<file path="src/hdl/pipe_pkg.sv">
package pipe_pkg;

	typedef enum logic [2:0] {
		FWD_ORIG,
		FWD_M2E_ALU,
		FWD_W2E_RF,
		FWD_W2M_RF,
		FWD_M2D_ALU
	} fwd_sel_e;

	typedef enum logic [1:0] {
		ALU_ADD,
		ALU_SUB,
		ALU_OR,
		ALU_MOVZ
	} alu_op_e;

	typedef enum logic {
		WB_ALU,
		WB_MEM
	} wb_src_e;

	// pad shifts the immediate into the upper half for lui.
	typedef enum logic [1:0] {
		EXT_ZERO,
		EXT_SIGN,
		EXT_PAD
	} ext_mode_e;

	localparam int QUEUE_DEPTH = 4;
	localparam int QUEUE_PTR_W = $clog2(QUEUE_DEPTH);
	localparam int QUEUE_CNT_W = $clog2(QUEUE_DEPTH + 1);

	localparam int DM_WORDS  = 64;
	localparam int DM_ADDR_W = $clog2(DM_WORDS);

	typedef logic [DM_ADDR_W-1:0] dm_addr_t;

	// cycles from D until a value is used or produced.
	typedef logic [1:0] stage_time_t;
	localparam stage_time_t T_NEVER = 2'd3;

endpackage

</file>
<file path="src/hdl/isa_pkg.sv">
package isa_pkg;

	// field widths of the instruction word.
	localparam int WORD_W     = 32;
	localparam int OPCODE_W   = 6;
	localparam int FUNCT_W    = 6;
	localparam int SHAMT_W    = 5;
	localparam int REG_ADDR_W = 5;
	localparam int IMM_W      = 16;

	// field positions.
	localparam int OP_LSB    = 26;
	localparam int RS_LSB    = 21;
	localparam int RT_LSB    = 16;
	localparam int RD_LSB    = 11;
	localparam int SHAMT_LSB = 6;

	localparam int NUM_REGS = 2 ** REG_ADDR_W;

	typedef logic [WORD_W-1:0]     word_t;
	typedef logic [REG_ADDR_W-1:0] reg_addr_t;
	typedef logic [IMM_W-1:0]      imm_t;
	typedef logic [OPCODE_W-1:0]   opcode_t;
	typedef logic [FUNCT_W-1:0]    funct_t;

	localparam opcode_t OP_SPECIAL = 6'b000000;
	localparam opcode_t OP_LUI     = 6'b001111;
	localparam opcode_t OP_ORI     = 6'b001101;
	localparam opcode_t OP_LW      = 6'b100011;
	localparam opcode_t OP_SW      = 6'b101011;

	localparam funct_t FN_ADDU = 6'b100001;
	localparam funct_t FN_SUBU = 6'b100011;
	localparam funct_t FN_MOVZ = 6'b001010;

	typedef enum logic [3:0] {
		KIND_ADDU,
		KIND_SUBU,
		KIND_LUI,
		KIND_ORI,
		KIND_LW,
		KIND_SW,
		KIND_MOVZ,
		KIND_NOP,
		KIND_UNKNOWN
	} instr_kind_e;

	// datapath class, what the hazard logic actually cares about.
	typedef enum logic [2:0] {
		DP_CAL_R,
		DP_CAL_I,
		DP_LOAD,
		DP_STORE,
		DP_CMOV,
		DP_NONE
	} dp_class_e;

endpackage
</file>
<file path="src/hdl/instr_queue.sv">
`timescale 1ns/1ps

module instr_queue (
	input  logic           clk,
	input  logic           arst_n,
	input  logic           push,
	input  isa_pkg::word_t push_data,
	input  logic           pop,
	output isa_pkg::word_t head,
	output logic           not_empty,
	output logic           credit
);
	import isa_pkg::*;
	import pipe_pkg::*;

	word_t                  mem [QUEUE_DEPTH];
	logic [QUEUE_PTR_W-1:0] wr_ptr;
	logic [QUEUE_PTR_W-1:0] rd_ptr;
	logic [QUEUE_CNT_W-1:0] count;

	assign not_empty = (count != '0);
	assign head      = not_empty ? mem[rd_ptr] : '0; // nop bubble when empty.

	always_ff @(posedge clk) begin
		if (push) begin
			mem[wr_ptr] <= push_data;
		end
	end

	// sender never pushes without a credit, so no full check.
	always_ff @(posedge clk or negedge arst_n) begin
		if (!arst_n) begin
			wr_ptr <= '0;
			rd_ptr <= '0;
			count  <= '0;
			credit <= 1'b0;
		end else begin
			if (push) begin
				wr_ptr <= (wr_ptr == QUEUE_PTR_W'(QUEUE_DEPTH - 1)) ? '0 : wr_ptr + 1'b1;
			end
			if (pop) begin
				rd_ptr <= (rd_ptr == QUEUE_PTR_W'(QUEUE_DEPTH - 1)) ? '0 : rd_ptr + 1'b1;
			end
			count  <= count + QUEUE_CNT_W'(push) - QUEUE_CNT_W'(pop);
			credit <= pop; // one credit back per entry taken.
		end
	end

endmodule

</file>
<file path="config.mk">
export PLATFORM = sky130hd
export DESIGN_NAME = instr_queue
export DESIGN_NICKNAME = d
export VERILOG_FILES = /design/src/hdl/pipe_pkg.sv /design/src/hdl/isa_pkg.sv /design/src/hdl/instr_queue.sv
export SDC_FILE = /design/constraint.sdc
export NUM_CORES = 1
export LEC_CHECK = 0
export ABC_AREA = 1
export CAP_MARGIN = 20
export CORE_MARGIN = 2
export CORE_UTILIZATION = 45
export CTS_CLUSTER_DIAMETER = 60
export CTS_CLUSTER_SIZE = 24
export DETAILED_ROUTE_END_ITERATION = 8
export DONT_BUFFER_PORTS = 1
export PLACE_DENSITY = 0.64
export SYNTH_ARGS = -nofsm -noshare
export SYNTH_HDL_FRONTEND = slang
export SYNTH_SLANG_ARGS = --single-unit
</file>
<file path="constraint.sdc">
create_clock -name clk -period 1.6 [get_ports clk]
set_input_delay 0.16 -clock clk [delete_from_list [all_inputs] [get_ports clk]]
set_output_delay 0.16 -clock clk [all_outputs]
set_load 0.01 [all_outputs]
</file>
==> impl_metrics.toml <==
[run_status]
status = "finished with violations"
violations = "setup timing"

[setup_path]
cp_max_fo = 13
critPathKind = "reg2out"
worstSetupEndpoint = "head[9]"
reg2reg_depth = 7
start_kind = "flop"
required_ns = 1.44
r2r-end = "count[1]"
rr_startpoint = "count[0]"
startpoint = "rd_ptr[0]"
crit_arrival_ns = 1.57
reg2reg_slack_ns = 0.04
end_kind = "primary output"

[sta]
fmax_ghz = 0.578
final_hold_viol_count = 0
timing.final.crit_share_pct = 108
rsz0062_at_grt = "true"
fin_worst_skew_ns = 0.00437
worst_pin_slew_ns = 0.457
whs_ns = 0.126
setup_violations = 33
slew_headroom_pct = 69.4
drv_slew = 0
tns_ns = -2.67
layout_min_cycle_time_ns = 1.73
setup_ws_ns = -0.131

[cells_and_area]
area_growth_syn_to_layout_pct = 33.4
layout.cells.non_filler = 805
regArea_mm2 = 0.00405
final_cell_area_mm2 = 0.00788
drive_gt1_share_pct = 30.5
final_util_pct = 61.9
multiInputGateArea_mm2 = 0.00160
num-fill-cells = 989
nNetsFinal = 663

[floorplanning]
io_pins = 70
rows = 41
die_area_mm2 = 0.0141
die_y_um = 119
fp.dieW_um = 119
start_util_pct = 46.4
core_area_mm2 = 0.0127

[synthesis]
synth_edf_count = 128
ys.flop_type = "edfxtp_1"
yosysMostFrequentCell = "nand2_1"
yosys_warnings = 0
ys_ff_latch = 136
synth_cell_types = 19
async_flop_share_pct = 5.88
synthTopCellsByArea = "edfxtp_1 (65%), nand2_1 (8.8%), inv_1 (5.5%)"
synth_commonest_cells = "nand2_1 (139), edfxtp_1 (128), inv_1 (87)"
synth_fp_nets = 598
syn_area_per_cell_um2 = 10.7
syn-cell-area_mm2 = 0.00590
netlist_instances = 554
post-synth-top-area-cell = "edfxtp_1"
synth_seq_area_share_pct = 68.5
synth_top_area_share_pct = 65.1

[global_routing]
grt_max_degree = 39
grt_pass1_wl_um = 20300
grt_usage_pct = 19.2
overflow = 0
antenna_found_initial = 1
grt_pass1_vias = 3964

[clocking]
clk_path_buf_depth = 2
clk_pin_slew_worst_paths_ns = 0.06
cts_sinks = 136
cts_made_buffers = 17
cts_tree = "yes"
ctsHtreeMaxLevel = 4
clock_latency_ns = 0.42
clock_tree.root_cell = "clkbuf_16"

[detailed_routing]
avgViaCountPerCell = 4.83
dr.pass1.iters = 4
drc_errors = 0
wl_per_cell_um = 17.0
vias = 3889
antenna_left = 0
drt_iter0_markers = 193
routed_wl_um = 13700

[placement]
place_congestion = 0.732
placement.cell_area_mm2 = 0.00623
place_ws_ns = 0.106
dp_hpwl_um = 7500
portBuffers = 0
post-place-cells = 725

[worst_hold_path]
hold_path.class = "in2async"

[power]
ir_worst_vdd_mv = 0.955
total_power_mw = 14.6
powerDensity_mw_per_mm2 = 1850
p_leak_nw = 3.30

[run]
cap_violations = 0
final cells by class:
cell class | instances | area share (%)
Clock inverter | 11 | 2.26
Sequential cell | 136 | 51.4
Clock buffer | 21 | 5.59
Tap cell | 172 | 2.73
Timing Repair Buffer | 70 | 10.6
Multi-Input combinational cell | 251 | 20.3
Inverter | 143 | 7.12
Antenna cell | 1 | 0.0318
state kept, by name, indices dropped and copies added (netlist names):
register / count
rd_ptr: 2
credit: 1
count: 3
mem: 128
wr_ptr: 2
routing by layer:
| metal | vias to the layer above | track usage [%] | share of wire, % |
|---|---|---|---|
| li1 | 1883 | - | - |
| met1 | 1888 | 22.8 | 42 |
| met2 | 95 | 31.8 | 52 |
| met3 | 23 | 7.38 | 4.9 |
| met4 | 0 | 6.55 | 1.8 |
| met5 | - | 0 | 0 |
layout by cell type (no fill, tap or decap):
cell type      count
a21oi_2           19
a21oi_4           13
buf_12             9
buf_16             1
buf_4             17
buf_6              3
buf_8              1
bufinv_16          5
clkbuf_1           4
clkbuf_16         21
clkinv_1          14
clkinv_2           4
clkinvlp_4         3
dfrtp_1            6
dfrtp_2            2
diode_2            1
dlygate4sd3_1     35
edfxtp_1         128
fa_2               1
ha_1               7
inv_1             84
inv_2             42
inv_6              1
inv_8              1
nand2_1          124
nand2_2           15
nand3_1           30
nand3_2           33
nand3_4            1
nor2_1             2
nor3_4             1
o21ai_1            4
xnor2_1            1
repair_timing:
| action | in CTS | in global routing |
|---|---|---|
| hold endpoints to repair | 142 | 0 |
| setup endpoints to repair | 32 | 34 |
| gates resized for setup | 58 | 50 |
| buffers inserted | 5 | 2 |
| pin swaps | 8 | 14 |
| hold buffers | 35 | 0 |
| gates cloned | 1 | 4 |
worst min path at each step:
stage                      start        to  slack, ns  cells after the start
final                     arst_n  count[2]       0.13                      1
after global routing      arst_n  count[2]       0.14                      1
after CTS                    pop  count[1]       0.12                      3
after detailed placement  arst_n    credit      -0.14                      0
after global placement    arst_n    credit      -0.14                      0
after floorplan           arst_n  count[0]      -0.14                      0
power breakdown:
| part | leakage (nW) | switching [mW] | internal, mW |
|---|---|---|---|
| sequential | 1.27 | 0.233 | 4.58 |
| combinational | 1.73 | 3.47 | 2.16 |
| clock | 0.304 | 1.36 | 2.74 |
| total | 3.30 | 5.07 | 9.48 |
worst max-delay path, stage by stage, from the launching register on:
cell and delay, ns:
dfrtp_2 0.47, inv_8 0.10, clkbuf_16 0.19, nand2_1 0.08, nand3_2 0.09, a21oi_4 0.22
kinds of logic (layout without fill, tap and decap cells):
kind of cell	after synthesis	count (layout)	share of synthesized area, %
other cells	0	1	0
flops	136	136	68.5
fa+ha+maj	8	8	1.82
buf+inv	167	245	11.9
xor+xnor	1	1	0.148
simple gates	206	206	14.6
compound gates	36	36	3.05
No activity file was read; power rests on OpenSTA's default activity.
