--- config.mk ---
export PLATFORM = sky130hd
export DESIGN_NAME = exec_alu
export DESIGN_NICKNAME = d
export VERILOG_FILES = /design/src/hdl/pipe_pkg.sv /design/src/hdl/isa_pkg.sv /design/src/hdl/exec_alu.sv
export SDC_FILE = /design/constraint.sdc
export NUM_CORES = 1
export LEC_CHECK = 0
export BUFFER_PORTS_ARGS = -buffer_cell sky130_fd_sc_hd__buf_2
export CAP_MARGIN = 20
export CORE_MARGIN = 2
export CORE_UTILIZATION = 50
export DETAILED_ROUTE_END_ITERATION = 10
export PLACE_DENSITY = 0.91
export SLEW_MARGIN = 10
export SYNTH_ARGS = -nofsm -noshare
export SYNTH_HDL_FRONTEND = slang
export SYNTH_SLANG_ARGS = --single-unit
--- constraint.sdc ---
create_clock -name vclk -period 15.1
set_input_delay 2.265 -clock vclk [all_inputs]
set_output_delay 2.265 -clock vclk [all_outputs]
set_load 0.03 [all_outputs]
--- src/hdl/pipe_pkg.sv ---
package pipe_pkg;

	typedef enum logic [2:0] {
		FWD_ORIG,
		FWD_M2E_ALU,
		FWD_W2E_RF,
		FWD_W2M_RF,
		FWD_M2D_ALU
	} fwd_sel_e;

	typedef enum logic [1:0] {
		ALU_ADD,
		ALU_SUB,
		ALU_OR,
		ALU_MOVZ
	} alu_op_e;

	typedef enum logic {
		WB_ALU,
		WB_MEM
	} wb_src_e;

	// pad shifts the immediate into the upper half for lui.
	typedef enum logic [1:0] {
		EXT_ZERO,
		EXT_SIGN,
		EXT_PAD
	} ext_mode_e;

	localparam int QUEUE_DEPTH = 4;
	localparam int QUEUE_PTR_W = $clog2(QUEUE_DEPTH);
	localparam int QUEUE_CNT_W = $clog2(QUEUE_DEPTH + 1);

	localparam int DM_WORDS  = 64;
	localparam int DM_ADDR_W = $clog2(DM_WORDS);

	typedef logic [DM_ADDR_W-1:0] dm_addr_t;

	// cycles from D until a value is used or produced.
	typedef logic [1:0] stage_time_t;
	localparam stage_time_t T_NEVER = 2'd3;

endpackage

--- src/hdl/isa_pkg.sv ---
package isa_pkg;

	// field widths of the instruction word.
	localparam int WORD_W     = 32;
	localparam int OPCODE_W   = 6;
	localparam int FUNCT_W    = 6;
	localparam int SHAMT_W    = 5;
	localparam int REG_ADDR_W = 5;
	localparam int IMM_W      = 16;

	// field positions.
	localparam int OP_LSB    = 26;
	localparam int RS_LSB    = 21;
	localparam int RT_LSB    = 16;
	localparam int RD_LSB    = 11;
	localparam int SHAMT_LSB = 6;

	localparam int NUM_REGS = 2 ** REG_ADDR_W;

	typedef logic [WORD_W-1:0]     word_t;
	typedef logic [REG_ADDR_W-1:0] reg_addr_t;
	typedef logic [IMM_W-1:0]      imm_t;
	typedef logic [OPCODE_W-1:0]   opcode_t;
	typedef logic [FUNCT_W-1:0]    funct_t;

	localparam opcode_t OP_SPECIAL = 6'b000000;
	localparam opcode_t OP_LUI     = 6'b001111;
	localparam opcode_t OP_ORI     = 6'b001101;
	localparam opcode_t OP_LW      = 6'b100011;
	localparam opcode_t OP_SW      = 6'b101011;

	localparam funct_t FN_ADDU = 6'b100001;
	localparam funct_t FN_SUBU = 6'b100011;
	localparam funct_t FN_MOVZ = 6'b001010;

	typedef enum logic [3:0] {
		KIND_ADDU,
		KIND_SUBU,
		KIND_LUI,
		KIND_ORI,
		KIND_LW,
		KIND_SW,
		KIND_MOVZ,
		KIND_NOP,
		KIND_UNKNOWN
	} instr_kind_e;

	// datapath class, what the hazard logic actually cares about.
	typedef enum logic [2:0] {
		DP_CAL_R,
		DP_CAL_I,
		DP_LOAD,
		DP_STORE,
		DP_CMOV,
		DP_NONE
	} dp_class_e;

endpackage
--- src/hdl/exec_alu.sv ---
`timescale 1ns/1ps

module exec_alu (
	input  isa_pkg::word_t      a,
	input  isa_pkg::word_t      b,
	input  isa_pkg::imm_t       imm,
	input  pipe_pkg::ext_mode_e ext_mode,
	input  logic                alu_src,
	input  pipe_pkg::alu_op_e   alu_op,
	output isa_pkg::word_t      result
);
	import isa_pkg::*;
	import pipe_pkg::*;

	word_t imm_ext;
	word_t b_op;

	always_comb begin
		case (ext_mode)
			EXT_ZERO: imm_ext = {{(WORD_W - IMM_W){1'b0}}, imm};
			EXT_PAD:  imm_ext = {imm, {(WORD_W - IMM_W){1'b0}}};
			default:  imm_ext = {{(WORD_W - IMM_W){imm[IMM_W-1]}}, imm};
		endcase
	end

	assign b_op = alu_src ? imm_ext : b;

	always_comb begin
		case (alu_op)
			ALU_ADD: result = a + b_op;
			ALU_SUB: result = a - b_op;
			ALU_OR:  result = a | b_op;
			default: result = a; // movz, write decided in D.
		endcase
	end

endmodule

==> parameters.txt <==
Parameter                              Value

Status
  Run status ... completed

Yosys
  Cells taking the most area after synthesis ... sky130_fd_sc_hd__ha_1 (11%), sky130_fd_sc_hd__a21oi_1 (8.1%), sky130_fd_sc_hd__o21ai_0 (8.1%)
  Post-synthesis instance total ... ~530
  Fraction of the yosys area taken by sequential cells ... 0
  Yosys warning total ... 0
  Yosys top cell area share ... 0.114
  Mapped cell area ... 3410 sq um
  Net count after synthesis ... 642
  Yosys cell types ... 65
  Post-synthesis cell type with the largest combined area ... sky130_fd_sc_hd__ha_1
  Mean Syn Cell Area ... 6.50 sq um

Routing
  WL per Instance ... 16.2 um
  Via density per instance ... roughly 6.4
  Vias ... between 4k and 5k
  Post-detailed-routing wire length ... 11300 um
  DRC violation total after the first TritonRoute iteration ... about 300
  Count of TritonRoute iterations in the first routing pass ... 7
  Detail Route Antenna Nets ... 0
  Drt drc ... 0

Setup path
  Worst path cell trace ... buf_2 > and2b_2 > a31oi_1 > and4_2 > nand4_4 > or3_1 > nand2_1 > xor2_1 > ha_1 > a22o_1 > nor3_1 > o21ai_0 > a311oi_1 > a21oi_1 > a221oi_1 > a2111oi_0 > a221oi_2 > o211ai_2 > buf_2
  CP Capture Type ... output pin
  Crit path max-delay family ... compound AO/OA/AOI/OAI gates
  Crit path buf inv count ... 2
  Kind of critical path ... in -> out
  Max stage delay on crit path ... 0.70 ns
  Required time at the worst-slack endpoint ... 12.84 ns
  Worst-path fanout max ... 61
  Most Frequent Cell on Critical Path ... sky130_fd_sc_hd__buf_2
  Arrival time at the worst endpoint ... 7.68 ns
  Launching element type of the critical path ... input port
  CP max-delay cell ... sky130_fd_sc_hd__buf_2

Power and ir drop
  Standby leakage power ... ~1.9 nW
  Worst vdd ir ... 0.0380 mV
  Power density normalized to cell area ... between 60 and 70 nW/um^2

Flow run
  Count of max-cap constraint violations ... 0

Final layout
  Count of antenna diodes in the layout ... 0
  Net count of the finished layout ... approximately 740
  Register cell area after layout ... 0 sq um
  Footprint of the multi-input gates ... 3210 sq um
  Share of post-route cells with drive strength above 1 ... 0.233
  Clock buf count ... 0
  Total of fill cells in the finished design ... 645
  Sequential cell count of the final layout ... 0
  Relative area change from synthesis to final layout ... 16.4%

Global route
  Leftover overflow at the end of global routing ... 0
  Number of antenna violations at the first check in global routing ... 0
  Largest net degree at the start of global routing ... 62
  Vias in the first global route ... slightly above 4k
  Combined global-route utilization of all metal layers ... 0.294
  Global-route wire length before repair ... 18500 um

Floorplanning
  Standard-cell row count ... 30
  Effective utilization at floorplan ... 0.511
  Area of the core ... 6680 sq um
  IO Pins ... between 100 and 150
  Y dimension of the die ... 86.6 um
  Overall die width ... 86.6 um
  Die outline area ... 7500 sq um

Place
  Port Buf Inserts ... about 120
  HPWL after detailed placement ... 9160 um
  Gp weighted congestion ... a little over 1

Timing
  Worst slew margin relative to its limit ... 0.310
  Finish-stage setup viols ... 0
  RSZ-0062 raised after global routing ... false
  Fin. max-slew vios ... 0
  Shortest period the worst path allows ... between 9 and 10 ns
  Timing-limited maximum frequency ... 101 MHz
  Transition time at the pin with the least slew margin ... 1.03 ns
  Total count of hold-check failures in the final report ... 0
  Post-route fraction of the period consumed by the critical path ... 0.659
  Post-Route Hold Slack ... roughly 4.9 ns
  Setup total negative slack ... 0 ns

Clock network
  Post-CTS setup buffer count ... 0
  Number of hold-repair buffers added at the cts stage ... 0
  Post-CTS Resized ... 0

Hold path
  Worst Hold Class ... in -> out
## through the flow
step | cell area [sq um] | utilization | setup slack (ns) | instances | total power, mW
after global routing | 3970 | 0.595 | 4.79 | 698 | 0.288
after floorplan | 3410 | - | 6.36 | 525 | 0.196
after global placement | 3970 | 0.593 | 5.65 | 697 | 0.250
final | 3970 | 0.595 | 5.15 | 698 | 0.264
after CTS | 3970 | 0.593 | 5.25 | 697 | 0.260
after detailed placement | 3970 | 0.593 | 5.28 | 697 | 0.258
## cells in the final DEF (no fill, tap or decap), drive strengths merged, types with 7 or more instances in the layout
| cell type | netlist | routed |
|---|---|---|
| nand2b | 10 | 10 |
| a31oi | 22 | 22 |
| o21ai | 55 | 55 |
| nand3b | 9 | 9 |
| a21oi | 57 | 57 |
| o31ai | 12 | 12 |
| nand2 | 32 | 32 |
| nor3 | 10 | 10 |
| and2 | 7 | 7 |
| mux2i | 7 | 7 |
| inv | 18 | 18 |
| nor2 | 67 | 67 |
| buf | 12 | 118 |
| xor2 | 22 | 22 |
| a21o | 16 | 16 |
| nor2b | 17 | 17 |
| xnor2 | 29 | 29 |
| ha | 31 | 31 |
## kinds of logic after synthesis
kind of cell               share of synthesized area
and+or+nand+nor                                0.286
muxes                                         0.0238
buffers and inverters                         0.0590
xor gates and xnor gates                       0.131
adders and majority gates                      0.120
AOI/OAI and AO/OA                              0.381
## final cells by class
class,instances,area share
Inverter,18,0.0170
Tap cell,80,0.0252
Multi-Input combinational cell,482,0.809
Timing Repair Buffer,118,0.149
## where the power goes
part | internal, mW | leakage [nW] | total, mW | switching, mW
Combinational | 0.0997 | 1.86 | 0.264 | 0.165
Sequential | 0 | 0 | 0 | 0
Clock | 0 | 0 | 0 | 0
## tightest hold or removal path: stages
cell and delay (ns):
sky130_fd_sc_hd__buf_2 0.09, sky130_fd_sc_hd__o21ai_0 0.07, sky130_fd_sc_hd__o21ai_0 0.06, sky130_fd_sc_hd__buf_2 0.19
## per-layer routing
layer / up-vias / GRT usage / share of wire
met5: - / 0 / 0
met4: 0 / 0.0838 / 0.031
met3: 42 / 0.0229 / 0.094
met2: 270 / 0.515 / 0.46
met1: 2024 / 0.384 / 0.41
li1: 2111 / - / -
## path summary, 6_finish.rpt
check,from,to,slack (ns),depth (start not counted)
setup / recovery,alu_src,result[31],5.15,19
hold / removal,a[16],result[16],4.94,4
## Yosys cell counts (2+ instances only)
library cell                instances
sky130_fd_sc_hd__a21o_1            13
sky130_fd_sc_hd__a31oi_1           21
sky130_fd_sc_hd__o2bb2ai_1          2
sky130_fd_sc_hd__nand2_1           32
sky130_fd_sc_hd__nand4_1            3
sky130_fd_sc_hd__nor2_1            67
sky130_fd_sc_hd__nor4_1             2
sky130_fd_sc_hd__clkbuf_1          12
sky130_fd_sc_hd__buf_4              7
sky130_fd_sc_hd__a21o_2             3
sky130_fd_sc_hd__o31ai_1           12
sky130_fd_sc_hd__xor2_1            22
sky130_fd_sc_hd__a221oi_1           2
sky130_fd_sc_hd__nand2b_1           9
sky130_fd_sc_hd__a31o_2             3
sky130_fd_sc_hd__a211o_1            3
sky130_fd_sc_hd__a21boi_0           3
sky130_fd_sc_hd__nor3_1            10
sky130_fd_sc_hd__o21ai_0           55
sky130_fd_sc_hd__mux2i_1            7
sky130_fd_sc_hd__xnor2_1           29
sky130_fd_sc_hd__nand3b_1           9
sky130_fd_sc_hd__o21bai_1           4
sky130_fd_sc_hd__and2b_2            3
sky130_fd_sc_hd__a211oi_1           3
sky130_fd_sc_hd__or3_1              4
sky130_fd_sc_hd__a21oi_1           55
sky130_fd_sc_hd__nor2b_1           17
sky130_fd_sc_hd__nand3_1            5
sky130_fd_sc_hd__or2_2              4
sky130_fd_sc_hd__a311oi_1           4
sky130_fd_sc_hd__inv_1             18
sky130_fd_sc_hd__buf_2              4
sky130_fd_sc_hd__o211ai_1           2
sky130_fd_sc_hd__o21a_1             6
sky130_fd_sc_hd__and2_1             7
sky130_fd_sc_hd__and3_1             5
sky130_fd_sc_hd__ha_1              31
Power figures use the tool's default switching activity.
