`config.mk`:
```
export PLATFORM = sky130hd
export DESIGN_NAME = hazard_control
export DESIGN_NICKNAME = d
export VERILOG_FILES = /design/src/hdl/pipe_pkg.sv /design/src/hdl/isa_pkg.sv /design/src/hdl/hazard_control.sv /design/src/hdl/instr_kind.sv
export SDC_FILE = /design/constraint.sdc
export NUM_CORES = 1
export LEC_CHECK = 0
export BUFFER_PORTS_ARGS = -buffer_cell sky130_fd_sc_hd__buf_2
export CELL_PAD_IN_SITES_DETAIL_PLACEMENT = 1
export CELL_PAD_IN_SITES_GLOBAL_PLACEMENT = 2
export CORE_ASPECT_RATIO = 1.1
export CORE_UTILIZATION = 30
export CTS_CLUSTER_DIAMETER = 30
export DETAILED_ROUTE_END_ITERATION = 10
export GPL_ROUTABILITY_DRIVEN = 0
export PLACE_DENSITY = 0.8
export SETUP_SLACK_MARGIN = 0.15
export SLEW_MARGIN = 15
export SYNTH_ARGS = -nofsm -noshare
export SYNTH_HDL_FRONTEND = slang
export SYNTH_SLANG_ARGS = --single-unit
```
`constraint.sdc`:
```
create_clock -name clk -period 2.36 [get_ports clk]
set_input_delay 0.236 -clock clk [delete_from_list [all_inputs] [get_ports clk]]
set_output_delay 0.236 -clock clk [all_outputs]
set_load 0.02 [all_outputs]
```
`src/hdl/pipe_pkg.sv`:
```
package pipe_pkg;

	typedef enum logic [2:0] {
		FWD_ORIG,
		FWD_M2E_ALU,
		FWD_W2E_RF,
		FWD_W2M_RF,
		FWD_M2D_ALU
	} fwd_sel_e;

	typedef enum logic [1:0] {
		ALU_ADD,
		ALU_SUB,
		ALU_OR,
		ALU_MOVZ
	} alu_op_e;

	typedef enum logic {
		WB_ALU,
		WB_MEM
	} wb_src_e;

	// pad shifts the immediate into the upper half for lui.
	typedef enum logic [1:0] {
		EXT_ZERO,
		EXT_SIGN,
		EXT_PAD
	} ext_mode_e;

	localparam int QUEUE_DEPTH = 4;
	localparam int QUEUE_PTR_W = $clog2(QUEUE_DEPTH);
	localparam int QUEUE_CNT_W = $clog2(QUEUE_DEPTH + 1);

	localparam int DM_WORDS  = 64;
	localparam int DM_ADDR_W = $clog2(DM_WORDS);

	typedef logic [DM_ADDR_W-1:0] dm_addr_t;

	// cycles from D until a value is used or produced.
	typedef logic [1:0] stage_time_t;
	localparam stage_time_t T_NEVER = 2'd3;

endpackage

```
`src/hdl/isa_pkg.sv`:
```
package isa_pkg;

	// field widths of the instruction word.
	localparam int WORD_W     = 32;
	localparam int OPCODE_W   = 6;
	localparam int FUNCT_W    = 6;
	localparam int SHAMT_W    = 5;
	localparam int REG_ADDR_W = 5;
	localparam int IMM_W      = 16;

	// field positions.
	localparam int OP_LSB    = 26;
	localparam int RS_LSB    = 21;
	localparam int RT_LSB    = 16;
	localparam int RD_LSB    = 11;
	localparam int SHAMT_LSB = 6;

	localparam int NUM_REGS = 2 ** REG_ADDR_W;

	typedef logic [WORD_W-1:0]     word_t;
	typedef logic [REG_ADDR_W-1:0] reg_addr_t;
	typedef logic [IMM_W-1:0]      imm_t;
	typedef logic [OPCODE_W-1:0]   opcode_t;
	typedef logic [FUNCT_W-1:0]    funct_t;

	localparam opcode_t OP_SPECIAL = 6'b000000;
	localparam opcode_t OP_LUI     = 6'b001111;
	localparam opcode_t OP_ORI     = 6'b001101;
	localparam opcode_t OP_LW      = 6'b100011;
	localparam opcode_t OP_SW      = 6'b101011;

	localparam funct_t FN_ADDU = 6'b100001;
	localparam funct_t FN_SUBU = 6'b100011;
	localparam funct_t FN_MOVZ = 6'b001010;

	typedef enum logic [3:0] {
		KIND_ADDU,
		KIND_SUBU,
		KIND_LUI,
		KIND_ORI,
		KIND_LW,
		KIND_SW,
		KIND_MOVZ,
		KIND_NOP,
		KIND_UNKNOWN
	} instr_kind_e;

	// datapath class, what the hazard logic actually cares about.
	typedef enum logic [2:0] {
		DP_CAL_R,
		DP_CAL_I,
		DP_LOAD,
		DP_STORE,
		DP_CMOV,
		DP_NONE
	} dp_class_e;

endpackage
```
`src/hdl/hazard_control.sv`:
```
`timescale 1ns/1ps

module hazard_control (
	input  logic                clk,
	input  logic                arst_n,
	input  isa_pkg::word_t      d_instr,
	input  isa_pkg::word_t      rt_value,
	output isa_pkg::reg_addr_t  rs_addr,
	output isa_pkg::reg_addr_t  rt_addr,
	output pipe_pkg::ext_mode_e ext_mode,
	output logic                alu_src,
	output pipe_pkg::alu_op_e   alu_op,
	output logic                dm_write,
	output logic                rf_write,
	output pipe_pkg::wb_src_e   wb_src,
	output isa_pkg::reg_addr_t  rf_write_addr,
	output pipe_pkg::fwd_sel_e  fwd_d1,
	output pipe_pkg::fwd_sel_e  fwd_d2,
	output pipe_pkg::fwd_sel_e  fwd_e1,
	output pipe_pkg::fwd_sel_e  fwd_e2,
	output pipe_pkg::fwd_sel_e  fwd_m,
	output logic                stall
);
	import isa_pkg::*;
	import pipe_pkg::*;

	word_t       e_instr;
	word_t       m_instr;
	word_t       w_instr;
	instr_kind_e d_kind;
	instr_kind_e e_kind;
	instr_kind_e m_kind;
	instr_kind_e w_kind;
	dp_class_e   d_class;
	dp_class_e   e_class;
	dp_class_e   m_class;
	dp_class_e   w_class;
	reg_addr_t   d_reg1;
	reg_addr_t   d_reg2;
	reg_addr_t   d_regw;
	reg_addr_t   e_reg1;
	reg_addr_t   e_reg2;
	reg_addr_t   e_regw;
	reg_addr_t   m_reg2;
	reg_addr_t   m_regw;
	reg_addr_t   w_regw;
	stage_time_t t_use1;
	stage_time_t t_use2;
	stage_time_t t_new_e;
	stage_time_t t_new_m;
	logic        m_ready;

	function automatic logic fwable(reg_addr_t use_reg, reg_addr_t new_reg);
		return (use_reg == new_reg) && (new_reg != '0);
	endfunction

	instr_kind d_kind_i (.instr(d_instr), .kind(d_kind), .dp_class(d_class));
	instr_kind e_kind_i (.instr(e_instr), .kind(e_kind), .dp_class(e_class));
	instr_kind m_kind_i (.instr(m_instr), .kind(m_kind), .dp_class(m_class));
	instr_kind w_kind_i (.instr(w_instr), .kind(w_kind), .dp_class(w_class));

	// source and destination registers in D, plus the cycle each source is needed.
	always_comb begin
		d_reg1 = '0;
		d_reg2 = '0;
		d_regw = '0;
		t_use1 = T_NEVER;
		t_use2 = T_NEVER;
		if (d_class inside {DP_CAL_R, DP_CAL_I, DP_LOAD, DP_STORE, DP_CMOV}) begin
			d_reg1 = d_instr[RS_LSB +: REG_ADDR_W];
			t_use1 = 2'd1;
		end
		case (d_class)
			DP_CAL_R: begin
				d_reg2 = d_instr[RT_LSB +: REG_ADDR_W];
				d_regw = d_instr[RD_LSB +: REG_ADDR_W];
				t_use2 = 2'd1;
			end
			DP_CAL_I, DP_LOAD: d_regw = d_instr[RT_LSB +: REG_ADDR_W];
			DP_STORE: begin
				d_reg2 = d_instr[RT_LSB +: REG_ADDR_W];
				t_use2 = 2'd2; // store data needed in M.
			end
			DP_CMOV: begin
				d_reg2 = d_instr[RT_LSB +: REG_ADDR_W];
				t_use2 = 2'd0; // zero test happens in D.
				if (d_kind == KIND_MOVZ && rt_value == '0) begin
					d_regw = d_instr[RD_LSB +: REG_ADDR_W];
				end
			end
			default: ;
		endcase
	end

	assign t_new_e = (e_class == DP_LOAD) ? 2'd2 :
		(e_class inside {DP_CAL_R, DP_CAL_I, DP_CMOV}) ? 2'd1 : 2'd0;
	assign t_new_m = (m_class == DP_LOAD) ? 2'd1 : 2'd0;
	assign m_ready = m_class inside {DP_CAL_R, DP_CAL_I, DP_CMOV}; // result sits in m_alu.

	assign stall = (fwable(d_reg1, e_regw) && t_use1 < t_new_e) ||
		(fwable(d_reg1, m_regw) && t_use1 < t_new_m) ||
		(fwable(d_reg2, e_regw) && t_use2 < t_new_e) ||
		(fwable(d_reg2, m_regw) && t_use2 < t_new_m);

	always_ff @(posedge clk or negedge arst_n) begin
		if (!arst_n) begin
			e_instr <= '0;
			e_reg1  <= '0;
			e_reg2  <= '0;
			e_regw  <= '0;
			m_instr <= '0;
			m_reg2  <= '0;
			m_regw  <= '0;
			w_instr <= '0;
			w_regw  <= '0;
		end else begin
			e_instr <= stall ? '0 : d_instr; // bubble into E.
			e_reg1  <= stall ? '0 : d_reg1;
			e_reg2  <= stall ? '0 : d_reg2;
			e_regw  <= stall ? '0 : d_regw;
			m_instr <= e_instr;
			m_reg2  <= e_reg2;
			m_regw  <= e_regw;
			w_instr <= m_instr;
			w_regw  <= m_regw;
		end
	end

	// forwarding, newest producer first. an E match is never ready for D.
	always_comb begin
		fwd_d1 = FWD_ORIG;
		fwd_d2 = FWD_ORIG;
		fwd_e1 = FWD_ORIG;
		fwd_e2 = FWD_ORIG;
		fwd_m  = FWD_ORIG;
		if (!fwable(d_reg1, e_regw) && fwable(d_reg1, m_regw) && m_ready) begin
			fwd_d1 = FWD_M2D_ALU;
		end
		if (!fwable(d_reg2, e_regw) && fwable(d_reg2, m_regw) && m_ready) begin
			fwd_d2 = FWD_M2D_ALU;
		end
		if (fwable(e_reg1, m_regw)) begin
			if (m_ready) begin
				fwd_e1 = FWD_M2E_ALU;
			end
		end else if (fwable(e_reg1, w_regw)) begin
			fwd_e1 = FWD_W2E_RF;
		end
		if (fwable(e_reg2, m_regw)) begin
			if (m_ready) begin
				fwd_e2 = FWD_M2E_ALU;
			end
		end else if (fwable(e_reg2, w_regw)) begin
			fwd_e2 = FWD_W2E_RF;
		end
		if (fwable(m_reg2, w_regw)) begin
			fwd_m = FWD_W2M_RF; // load result straight into store data.
		end
	end

	always_comb begin
		alu_op   = ALU_OR;
		ext_mode = EXT_SIGN;
		case (e_kind)
			KIND_ADDU, KIND_LW, KIND_SW: alu_op = ALU_ADD;
			KIND_SUBU: alu_op = ALU_SUB;
			KIND_LUI: ext_mode = EXT_PAD;
			KIND_ORI: ext_mode = EXT_ZERO;
			KIND_MOVZ: alu_op = ALU_MOVZ;
			default: ;
		endcase
	end

	always_comb begin
		wb_src = WB_ALU;
		if (w_kind == KIND_LW) begin
			wb_src = WB_MEM;
		end
	end

	assign rs_addr       = d_reg1;
	assign rt_addr       = d_reg2;
	assign alu_src       = e_class inside {DP_CAL_I, DP_LOAD, DP_STORE};
	assign dm_write      = (m_kind == KIND_SW);
	assign rf_write      = w_class inside {DP_CAL_R, DP_CAL_I, DP_LOAD, DP_CMOV};
	assign rf_write_addr = w_regw;

endmodule

```
`src/hdl/instr_kind.sv`:
```
`timescale 1ns/1ps

module instr_kind (
	input  isa_pkg::word_t      instr,
	output isa_pkg::instr_kind_e kind,
	output isa_pkg::dp_class_e  dp_class
);
	import isa_pkg::*;

	opcode_t op;
	funct_t  fn;
	logic    r_type;

	assign op     = instr[OP_LSB +: OPCODE_W];
	assign fn     = instr[FUNCT_W-1:0];
	assign r_type = (op == OP_SPECIAL) && (instr[SHAMT_LSB +: SHAMT_W] == '0); // shamt must be 0.

	always_comb begin
		kind     = KIND_UNKNOWN;
		dp_class = DP_NONE;
		if (instr == '0) begin
			kind = KIND_NOP;
		end else if (r_type && fn == FN_ADDU) begin
			kind     = KIND_ADDU;
			dp_class = DP_CAL_R;
		end else if (r_type && fn == FN_SUBU) begin
			kind     = KIND_SUBU;
			dp_class = DP_CAL_R;
		end else if (r_type && fn == FN_MOVZ) begin
			kind     = KIND_MOVZ;
			dp_class = DP_CMOV;
		end else if (op == OP_LUI && instr[RS_LSB +: REG_ADDR_W] == '0) begin
			kind     = KIND_LUI;
			dp_class = DP_CAL_I;
		end else if (op == OP_ORI) begin
			kind     = KIND_ORI;
			dp_class = DP_CAL_I;
		end else if (op == OP_LW) begin
			kind     = KIND_LW;
			dp_class = DP_LOAD;
		end else if (op == OP_SW) begin
			kind     = KIND_SW;
			dp_class = DP_STORE;
		end
	end

endmodule

```
==> run_results.csv, run 1 <==
group,metric,value,unit
outcome,outcome,"finished, violations left",
outcome,violations,"negative setup slack",
finish,layout-drive-gt1-share,39.9,%
yosys,seq_area_frac_synth,55.7,%
sta,slew-limit-headroom,58.9,%
die,number_of_i_o_pins,105,
clocking,cts-htree-levels,3,
critical_path,critical_path_class,"reg2out",
clocking,cts_root_buf,"sky130_fd_sc_hd__clkbuf_16",
die,die_span_in_y,128,um
clocking,cts_inserted_buffers,9,
yosys,ys_top_cells_by_area,"sky130_fd_sc_hd__dfrtp_1 56%, sky130_fd_sc_hd__xor2_1 4.1%, sky130_fd_sc_hd__a211oi_1 3.7%, sky130_fd_sc_hd__nand2_1 3.4%, sky130_fd_sc_hd__nor4_1 3.0%",
die,std_cell_rows,45,
pwr,power.share.combinational,9.8,%
pwr,cellInternalPower,2.74,mW
clocking,maximum_clock_path_buffer_count,2,
global_routing,grt_pass1_vias,4039,
sta,final-setup-viol-count,5,
critical_path,critical_path.startpoint_type,"register",
pwr,power_leakage,2.82,nW
critical_path,crit_fanout,4,
pwr,share_clk_of_total_power,42.1,%
clocking,clock_pin_slew_reported_for_the_worst_setup_and_hold_paths_after_clock_tree_synthesis,0.07,ns
clocking,worst_skew_pair.late_latency,0.34,ns
pwr,p_per_area,610,mW/mm^2
finish,postLayoutCoreUtil,43.0,%
global_routing,gr-total-overflow,0,
sta,fin_skew,0.00466,ns
pwr,total_power,3.64,mW
route,vias,3785,
pwr,ir_worst_vdd,0.289,mV
critical_path,path_cells,"inv_2 -> a222oi_1 -> o221ai_1 -> a221o_1 -> nor4_4 -> a221o_1 -> buf_6",
min_path,min-delay-path-class,"in2reg",
pwr,seq_power_share,48.1,%
sta,drv_slew,0,
die,initial_utilization,31.0,%
sta,fmaxAchievable,383,MHz
die,floorplan.core_area,0.0139,mm^2
yosys,dominantRegCellSynth,"sky130_fd_sc_hd__dfrtp_1",
global_routing,grt.total_usage,18.0,%
route,wl_per_cell,17.6,um
critical_path,critPathMostFrequentCell,"sky130_fd_sc_hd__a221o_1",
yosys,post_synthesis_cell_area,0.00431,mm^2
global_routing,global_route_wire_length_before_repair,20300,um
yosys,synth.ff_latch_count,96,
global_routing,grt_start_max_net_pins,49,
yosys,synth.cells.most_frequent,"96 x sky130_fd_sc_hd__dfrtp_1, 39 x sky130_fd_sc_hd__nand2_1, 23 x sky130_fd_sc_hd__a21oi_1",
yosys,synthesis.area_per_instance,10.7,um^2
flow_run,drv_cap,0,
sta,period_needed,2.61,ns
critical_path,cp_slowest_cell,"sky130_fd_sc_hd__dfrtp_1",
route,detail_route.wirelength,13100,um
yosys,synth-async-reset-ratio,100,%
yosys,syn-instance-count,402,
sta,unrepaired_setup_endpoints_after_global_routing,"true",
global_routing,number_of_antenna_violations_at_the_first_check_in_global_routing,0,
pwr,swShare,24.7,%
yosys,most_numerous_cell_in_the_yosys_netlist,"sky130_fd_sc_hd__dfrtp_1",
critical_path,critPathBufInv,2,
sta,final-hold-violation-count,0,
finish,fin_nets,616,
sta,fin_crit_sh,111,%
critical_path,crit_required,2.12,ns
finish,area_growth_syn_to_layout,38.6,%
die,die_area,0.0148,mm^2
route,drcViolationCount,0,
pwr,switching_power,901,uW
route,drt_iter0_drc,146,
sta,tightest_slew,0.616,ns
critical_path,crit_path_max_incr_delay,0.38,ns
route,avgViaCountPerCell,5.10,
critical_path,cp.arrival,2.37,ns
yosys,yosys.area.top_type_share,55.7,%
yosys,synth_enable_flop_cells,0,
place,port_buffers,97,
clocking,cts_tree,"built",
critical_path,cp_top_family,"compound AO/OA/AOI/OAI gates",
yosys,yosysWarningCount,0,
critical_path,end_kind,"primary output",
place,dpl.hpwl,9570,um
finish,insertedDiodeCount,0,
clocking,clock-sinks,96,
yosys,yosys.cell_types.count,51,
die,die_x,116,um
yosys,post-synth-top-area-cell,"sky130_fd_sc_hd__dfrtp_1",
sta,worst_setup_slack_final,-0.250,ns
route,ant_nets,0,
route,firstDrtPassIters,6,
-- flip-flops by register name (all words and copies together) (netlist names) --
| signal | count |
|---|---|
| e_instr | 22 |
| e_reg1 | 5 |
| e_reg2 | 5 |
| e_regw | 5 |
| m_instr | 22 |
| m_reg2 | 5 |
| m_regw | 5 |
| rf_write_addr | 5 |
| w_instr | 22 |
-- power groups by stage --
stage	clock network [mW]	registers [mW]	logic, mW
after global placement	0	1.78	0.302
after global routing	1.62	1.76	0.390
final	1.53	1.75	0.356
after floorplan	0	1.77	0.139
after CTS	1.56	1.75	0.319
after detailed placement	0	1.78	0.310
-- cells by family after synthesis --
group	count (synthesis)	share of synthesized area, %
simple gates	149	19.4
flops	96	55.7
compound gates	83	13.0
buf+inv	38	4.59
xor+xnor	33	6.71
fa+ha+maj	1	0.290
other cells	1	0.0870
mux	1	0.232
-- layer usage --
layer | wire length [um] | track usage, % | share of wire, % | vias up
met5 | 0 | 0 | 0 | -
met4 | 331 | 7.09 | 2.5 | 0
met3 | 541 | 2.88 | 4.1 | 30
met2 | 7040 | 31.8 | 54 | 116
met1 | 5170 | 21.6 | 39 | 1903
li1 | - | - | - | 1736
-- repair_timing --
| action | in CTS | in global routing |
|---|---|---|
| hold endpoints to repair | 46 | 0 |
| resized for setup | 13 | 50 |
| hold buffers | 1 | 0 |
| pin swaps | 7 | 10 |
| gates cloned | 0 | 3 |
| setup buffers | 3 | 1 |
| endpoints found under the setup margin | 35 | 45 |
-- through the flow --
| stage | setup TNS (ns) | hold slack (ns) | instances | worst slack, ns | instance area, um^2 |
|---|---|---|---|---|---|
| after floorplan | 0 | -0.0596 | 408 | 0.176 | 4340 |
| after global placement | -0.116 | 0.281 | 718 | -0.0712 | 5320 |
| after detailed placement | -0.364 | 0.295 | 718 | -0.131 | 5320 |
| after CTS | -1.22 | 0.0478 | 738 | -0.314 | 5710 |
| after global routing | -1.50 | 0.0440 | 742 | -0.336 | 5970 |
| final | -1.04 | 0.0483 | 742 | -0.250 | 5970 |
-- cell type report --
cell class | count | area, um^2
repair buffers | 155 | 1040
well taps | 188 | 235
clock inverters | 6 | 85.1
flip-flops and latches | 96 | 2400
fillers | 1567 | 7930
multi-input cells | 274 | 1920
clock buffers | 10 | 239
inverters | 13 | 48.8
-- final timing paths --
check                                     start  slack, ns  depth (start not counted)               endpoint
max in group asynchronous                arst_n       1.27                          3   w_instr[5]$_DFF_PN0_
min                                 d_instr[30]       0.05                          1  e_instr[30]$_DFF_PN0_
min in group asynchronous                arst_n       0.45                          2    m_reg2[1]$_DFF_PN0_
max reg2reg                 e_regw[2]$_DFF_PN0_       0.10                          9    e_regw[0]$_DFF_PN0_
min reg2reg                m_instr[9]$_DFF_PN0_       0.38                          0   w_instr[9]$_DFF_PN0_
max                         e_regw[2]$_DFF_PN0_      -0.25                          7                  stall
-- placed cells by master, fill, tap and decap left out, types with 5 or more instances in the layout --
cell type	count
sky130_fd_sc_hd__buf_2	90
sky130_fd_sc_hd__nand3_1	7
sky130_fd_sc_hd__nand2_1	39
sky130_fd_sc_hd__buf_4	53
sky130_fd_sc_hd__nor4_1	18
sky130_fd_sc_hd__nand4_1	6
sky130_fd_sc_hd__xnor2_1	13
sky130_fd_sc_hd__dfrtp_1	94
sky130_fd_sc_hd__a211oi_2	7
sky130_fd_sc_hd__nor3_1	11
sky130_fd_sc_hd__a211oi_1	14
sky130_fd_sc_hd__conb_1	7
sky130_fd_sc_hd__and2_1	9
sky130_fd_sc_hd__inv_1	11
sky130_fd_sc_hd__a21oi_2	15
sky130_fd_sc_hd__clkbuf_16	11
sky130_fd_sc_hd__nor2_1	18
sky130_fd_sc_hd__or2_2	5
sky130_fd_sc_hd__xor2_1	20
sky130_fd_sc_hd__a22oi_1	6
sky130_fd_sc_hd__a21oi_1	7
sky130_fd_sc_hd__buf_6	5
-- worst register-to-register path, cell delays in order (launching register included) --
cell	delay, ns
sky130_fd_sc_hd__dfrtp_1	0.38
sky130_fd_sc_hd__inv_2	0.05
sky130_fd_sc_hd__a222oi_1	0.32
sky130_fd_sc_hd__o221ai_1	0.22
sky130_fd_sc_hd__a221o_1	0.38
sky130_fd_sc_hd__nor4_4	0.26
sky130_fd_sc_hd__buf_4	0.19
sky130_fd_sc_hd__buf_8	0.13
sky130_fd_sc_hd__clkbuf_16	0.16
sky130_fd_sc_hd__a211oi_2	0.07
No activity file was read; power rests on OpenSTA's default activity.
==> inputs of run 2 (changes only) <==
- CORE_ASPECT_RATIO: 1.1 -> 2
- CTS_BUF_LIST: not set -> sky130_fd_sc_hd__clkbuf_4
==> run_results.csv, run 2 (synthesis gave the netlist of run 1 again) <==
group,metric,value,unit
critical_path,critical_path_class,"reg2out",
place,port_buffers,97,
clocking,cts-htree-levels,3,
global_routing,grt.total_usage,18.3,%
place,dp_slack,-0.197,ns
route,ant_nets,0,
outcome,violations,"negative setup slack",
critical_path,critical_path.startpoint_type,"register",
critical_path,end_kind,"primary output",
critical_path,crit_fanout,3,
sta,final-setup-viol-count,11,
sta,unrepaired_setup_endpoints_after_global_routing,"true",
min_path,hold_path.startpoint,"d_instr[30]",
critical_path,cp_top_family,"compound AO/OA/AOI/OAI gates",
critical_path,path_cells,"xnor2_1 -> o211ai_1 -> a2111oi_2 -> mux2i_1 -> buf_4 -> buf_6 -> nor4_4 -> buf_4",
critical_path,cp_slowest_cell,"sky130_fd_sc_hd__dfrtp_1",
critical_path,ff2ff_setup_slack,-0.04,ns
finish,layout.cells.most_common,"sky130_fd_sc_hd__dfrtp_1",
critical_path,critPathBufInv,3,
global_routing,number_of_antenna_violations_at_the_first_check_in_global_routing,1,
critical_path,cp.arrival,2.67,ns
sta,fin_crit_sh,123,%
clocking,cts_tree,"built",
sta,period_needed,2.91,ns
global_routing,grt_pass1_vias,4171,
place,dpl.hpwl,10200,um
finish,fillCellCount,1554,
route,drt_iter0_drc,183,
finish,seq_area,0.00241,mm^2
die,std_cell_rows,61,
pwr,ir_worst_vdd,0.203,mV
clocking,maximum_clock_path_buffer_count,2,
clocking,cts_root_buf,"sky130_fd_sc_hd__clkbuf_4",
die,die_area,0.0149,mm^2
sta,fmaxAchievable,344,MHz
critical_path,crit_path_max_incr_delay,0.45,ns
sta,worst_setup_slack_final,-0.550,ns
finish,multi_input_area,0.00198,mm^2
critical_path,worstSetupEndpoint,"fwd_d2[2]",
pwr,power_leakage,2.87,nW
route,drcViolationCount,0,
die,floorplan.core_area,0.0140,mm^2
finish,layout-drive-gt1-share,41.7,%
sta,timing.setup.tns,-2.03,ns
critical_path,timing.critical_path.from,"m_regw[0]$_DFF_PN0_",
pwr,p_per_area,492,mW/mm^2
outcome,outcome,"finished, violations left",
clocking,clock-sinks,96,
critical_path,worstRegToRegCells,9,
flow_run,drv_cap,0,
global_routing,global_route_wire_length_before_repair,20200,um
route,firstDrtPassIters,4,
critical_path,crit_required,2.12,ns
finish,area_growth_syn_to_layout,41.1,%
critical_path,critPathMostFrequentCell,"sky130_fd_sc_hd__buf_4",
route,vias,3828,
route,avgViaCountPerCell,4.98,
critical_path,r2r-end,"e_regw[4]$_DFF_PN0_",
finish,highest_count_cells_in_the_layout_ignoring_fill_and_taps,"92 x sky130_fd_sc_hd__dfrtp_1, 85 x sky130_fd_sc_hd__buf_2, 65 x sky130_fd_sc_hd__buf_4",
clocking,worst_skew_pair.late_latency,0.46,ns
die,initial_utilization,30.9,%
finish,fin_nets,640,
sta,final-hold-violation-count,0,
die,die_x,86.7,um
finish,top_regs,"e_instr x22, m_instr x22, w_instr x22",
global_routing,grt_start_max_net_pins,43,
die,number_of_i_o_pins,105,
finish,postLayoutCoreUtil,43.5,%
min_path,min-delay-path-class,"in2reg",
route,detail_route.wirelength,13200,um
global_routing,gr-total-overflow,0,
sta,drv_slew,0,
critical_path,cp.depth,8,
clocking,cts_inserted_buffers,9,
clocking,clock_pin_slew_reported_for_the_worst_setup_and_hold_paths_after_clock_tree_synthesis,0.17,ns
route,wl_per_cell,17.2,um
sta,fin_skew,0.0251,ns
critical_path,reg2reg_from,"m_regw[0]$_DFF_PN0_",
die,die_span_in_y,171,um
## run 2: layer usage
metal | global-route usage [%] | share of wire [%]
met3 | 2.69 | 3.4
met5 | 0 | 0
met4 | 11.2 | 4.8
met1 | 16.8 | 32
met2 | 36.3 | 60
## run 2: worst min-delay path by stage
stage / to / slack [ns] / depth (start not counted)
CTS: e_instr[30]$_DFF_PN0_ / 0.001 / 2
floorplan: e_instr[0]$_DFF_PN0_ / -0.06 / 0
global placement: e_instr[7]$_DFF_PN0_ / 0.21 / 1
global route: e_instr[30]$_DFF_PN0_ / 0.009 / 2
detailed placement: e_instr[7]$_DFF_PN0_ / 0.23 / 1
finish: e_instr[30]$_DFF_PN0_ / 0.05 / 2
## run 2: cell type report
| type | count | area share [%] |
|---|---|---|
| Multi-Input combinational cell | 274 | 32.6 |
| Inverter | 13 | 0.843 |
| Tap cell | 189 | 3.89 |
| Antenna cell | 1 | 0.0411 |
| Timing Repair Buffer | 179 | 20.8 |
| Clock inverter | 7 | 1.15 |
| Sequential cell | 96 | 39.6 |
| Clock buffer | 9 | 1.11 |
## run 2: power breakdown
part	switching, mW	internal (mW)
Sequential	0.0448	1.71
Clock	0.609	0.246
Combinational	0.206	0.178
## run 2: metrics by stage
stage,power (mW),hold WS [ns],cell area (um^2),std cells
final,2.99,0.0514,6080,768
after global routing,3.14,0.00888,6080,768
after CTS,2.97,0.000977,5740,753
after detailed placement,2.10,0.225,5330,718
after global placement,2.08,0.211,5330,718
after floorplan,1.91,-0.0596,4340,408
## run 2: repair_timing
action,4_1_cts,5_1_grt
hold endpoints to repair,42,0
buffers inserted,11,14
setup endpoints to repair,45,37
gates cloned,0,0
hold buffers,8,0
gates resized for setup,34,52
pin swaps,13,26
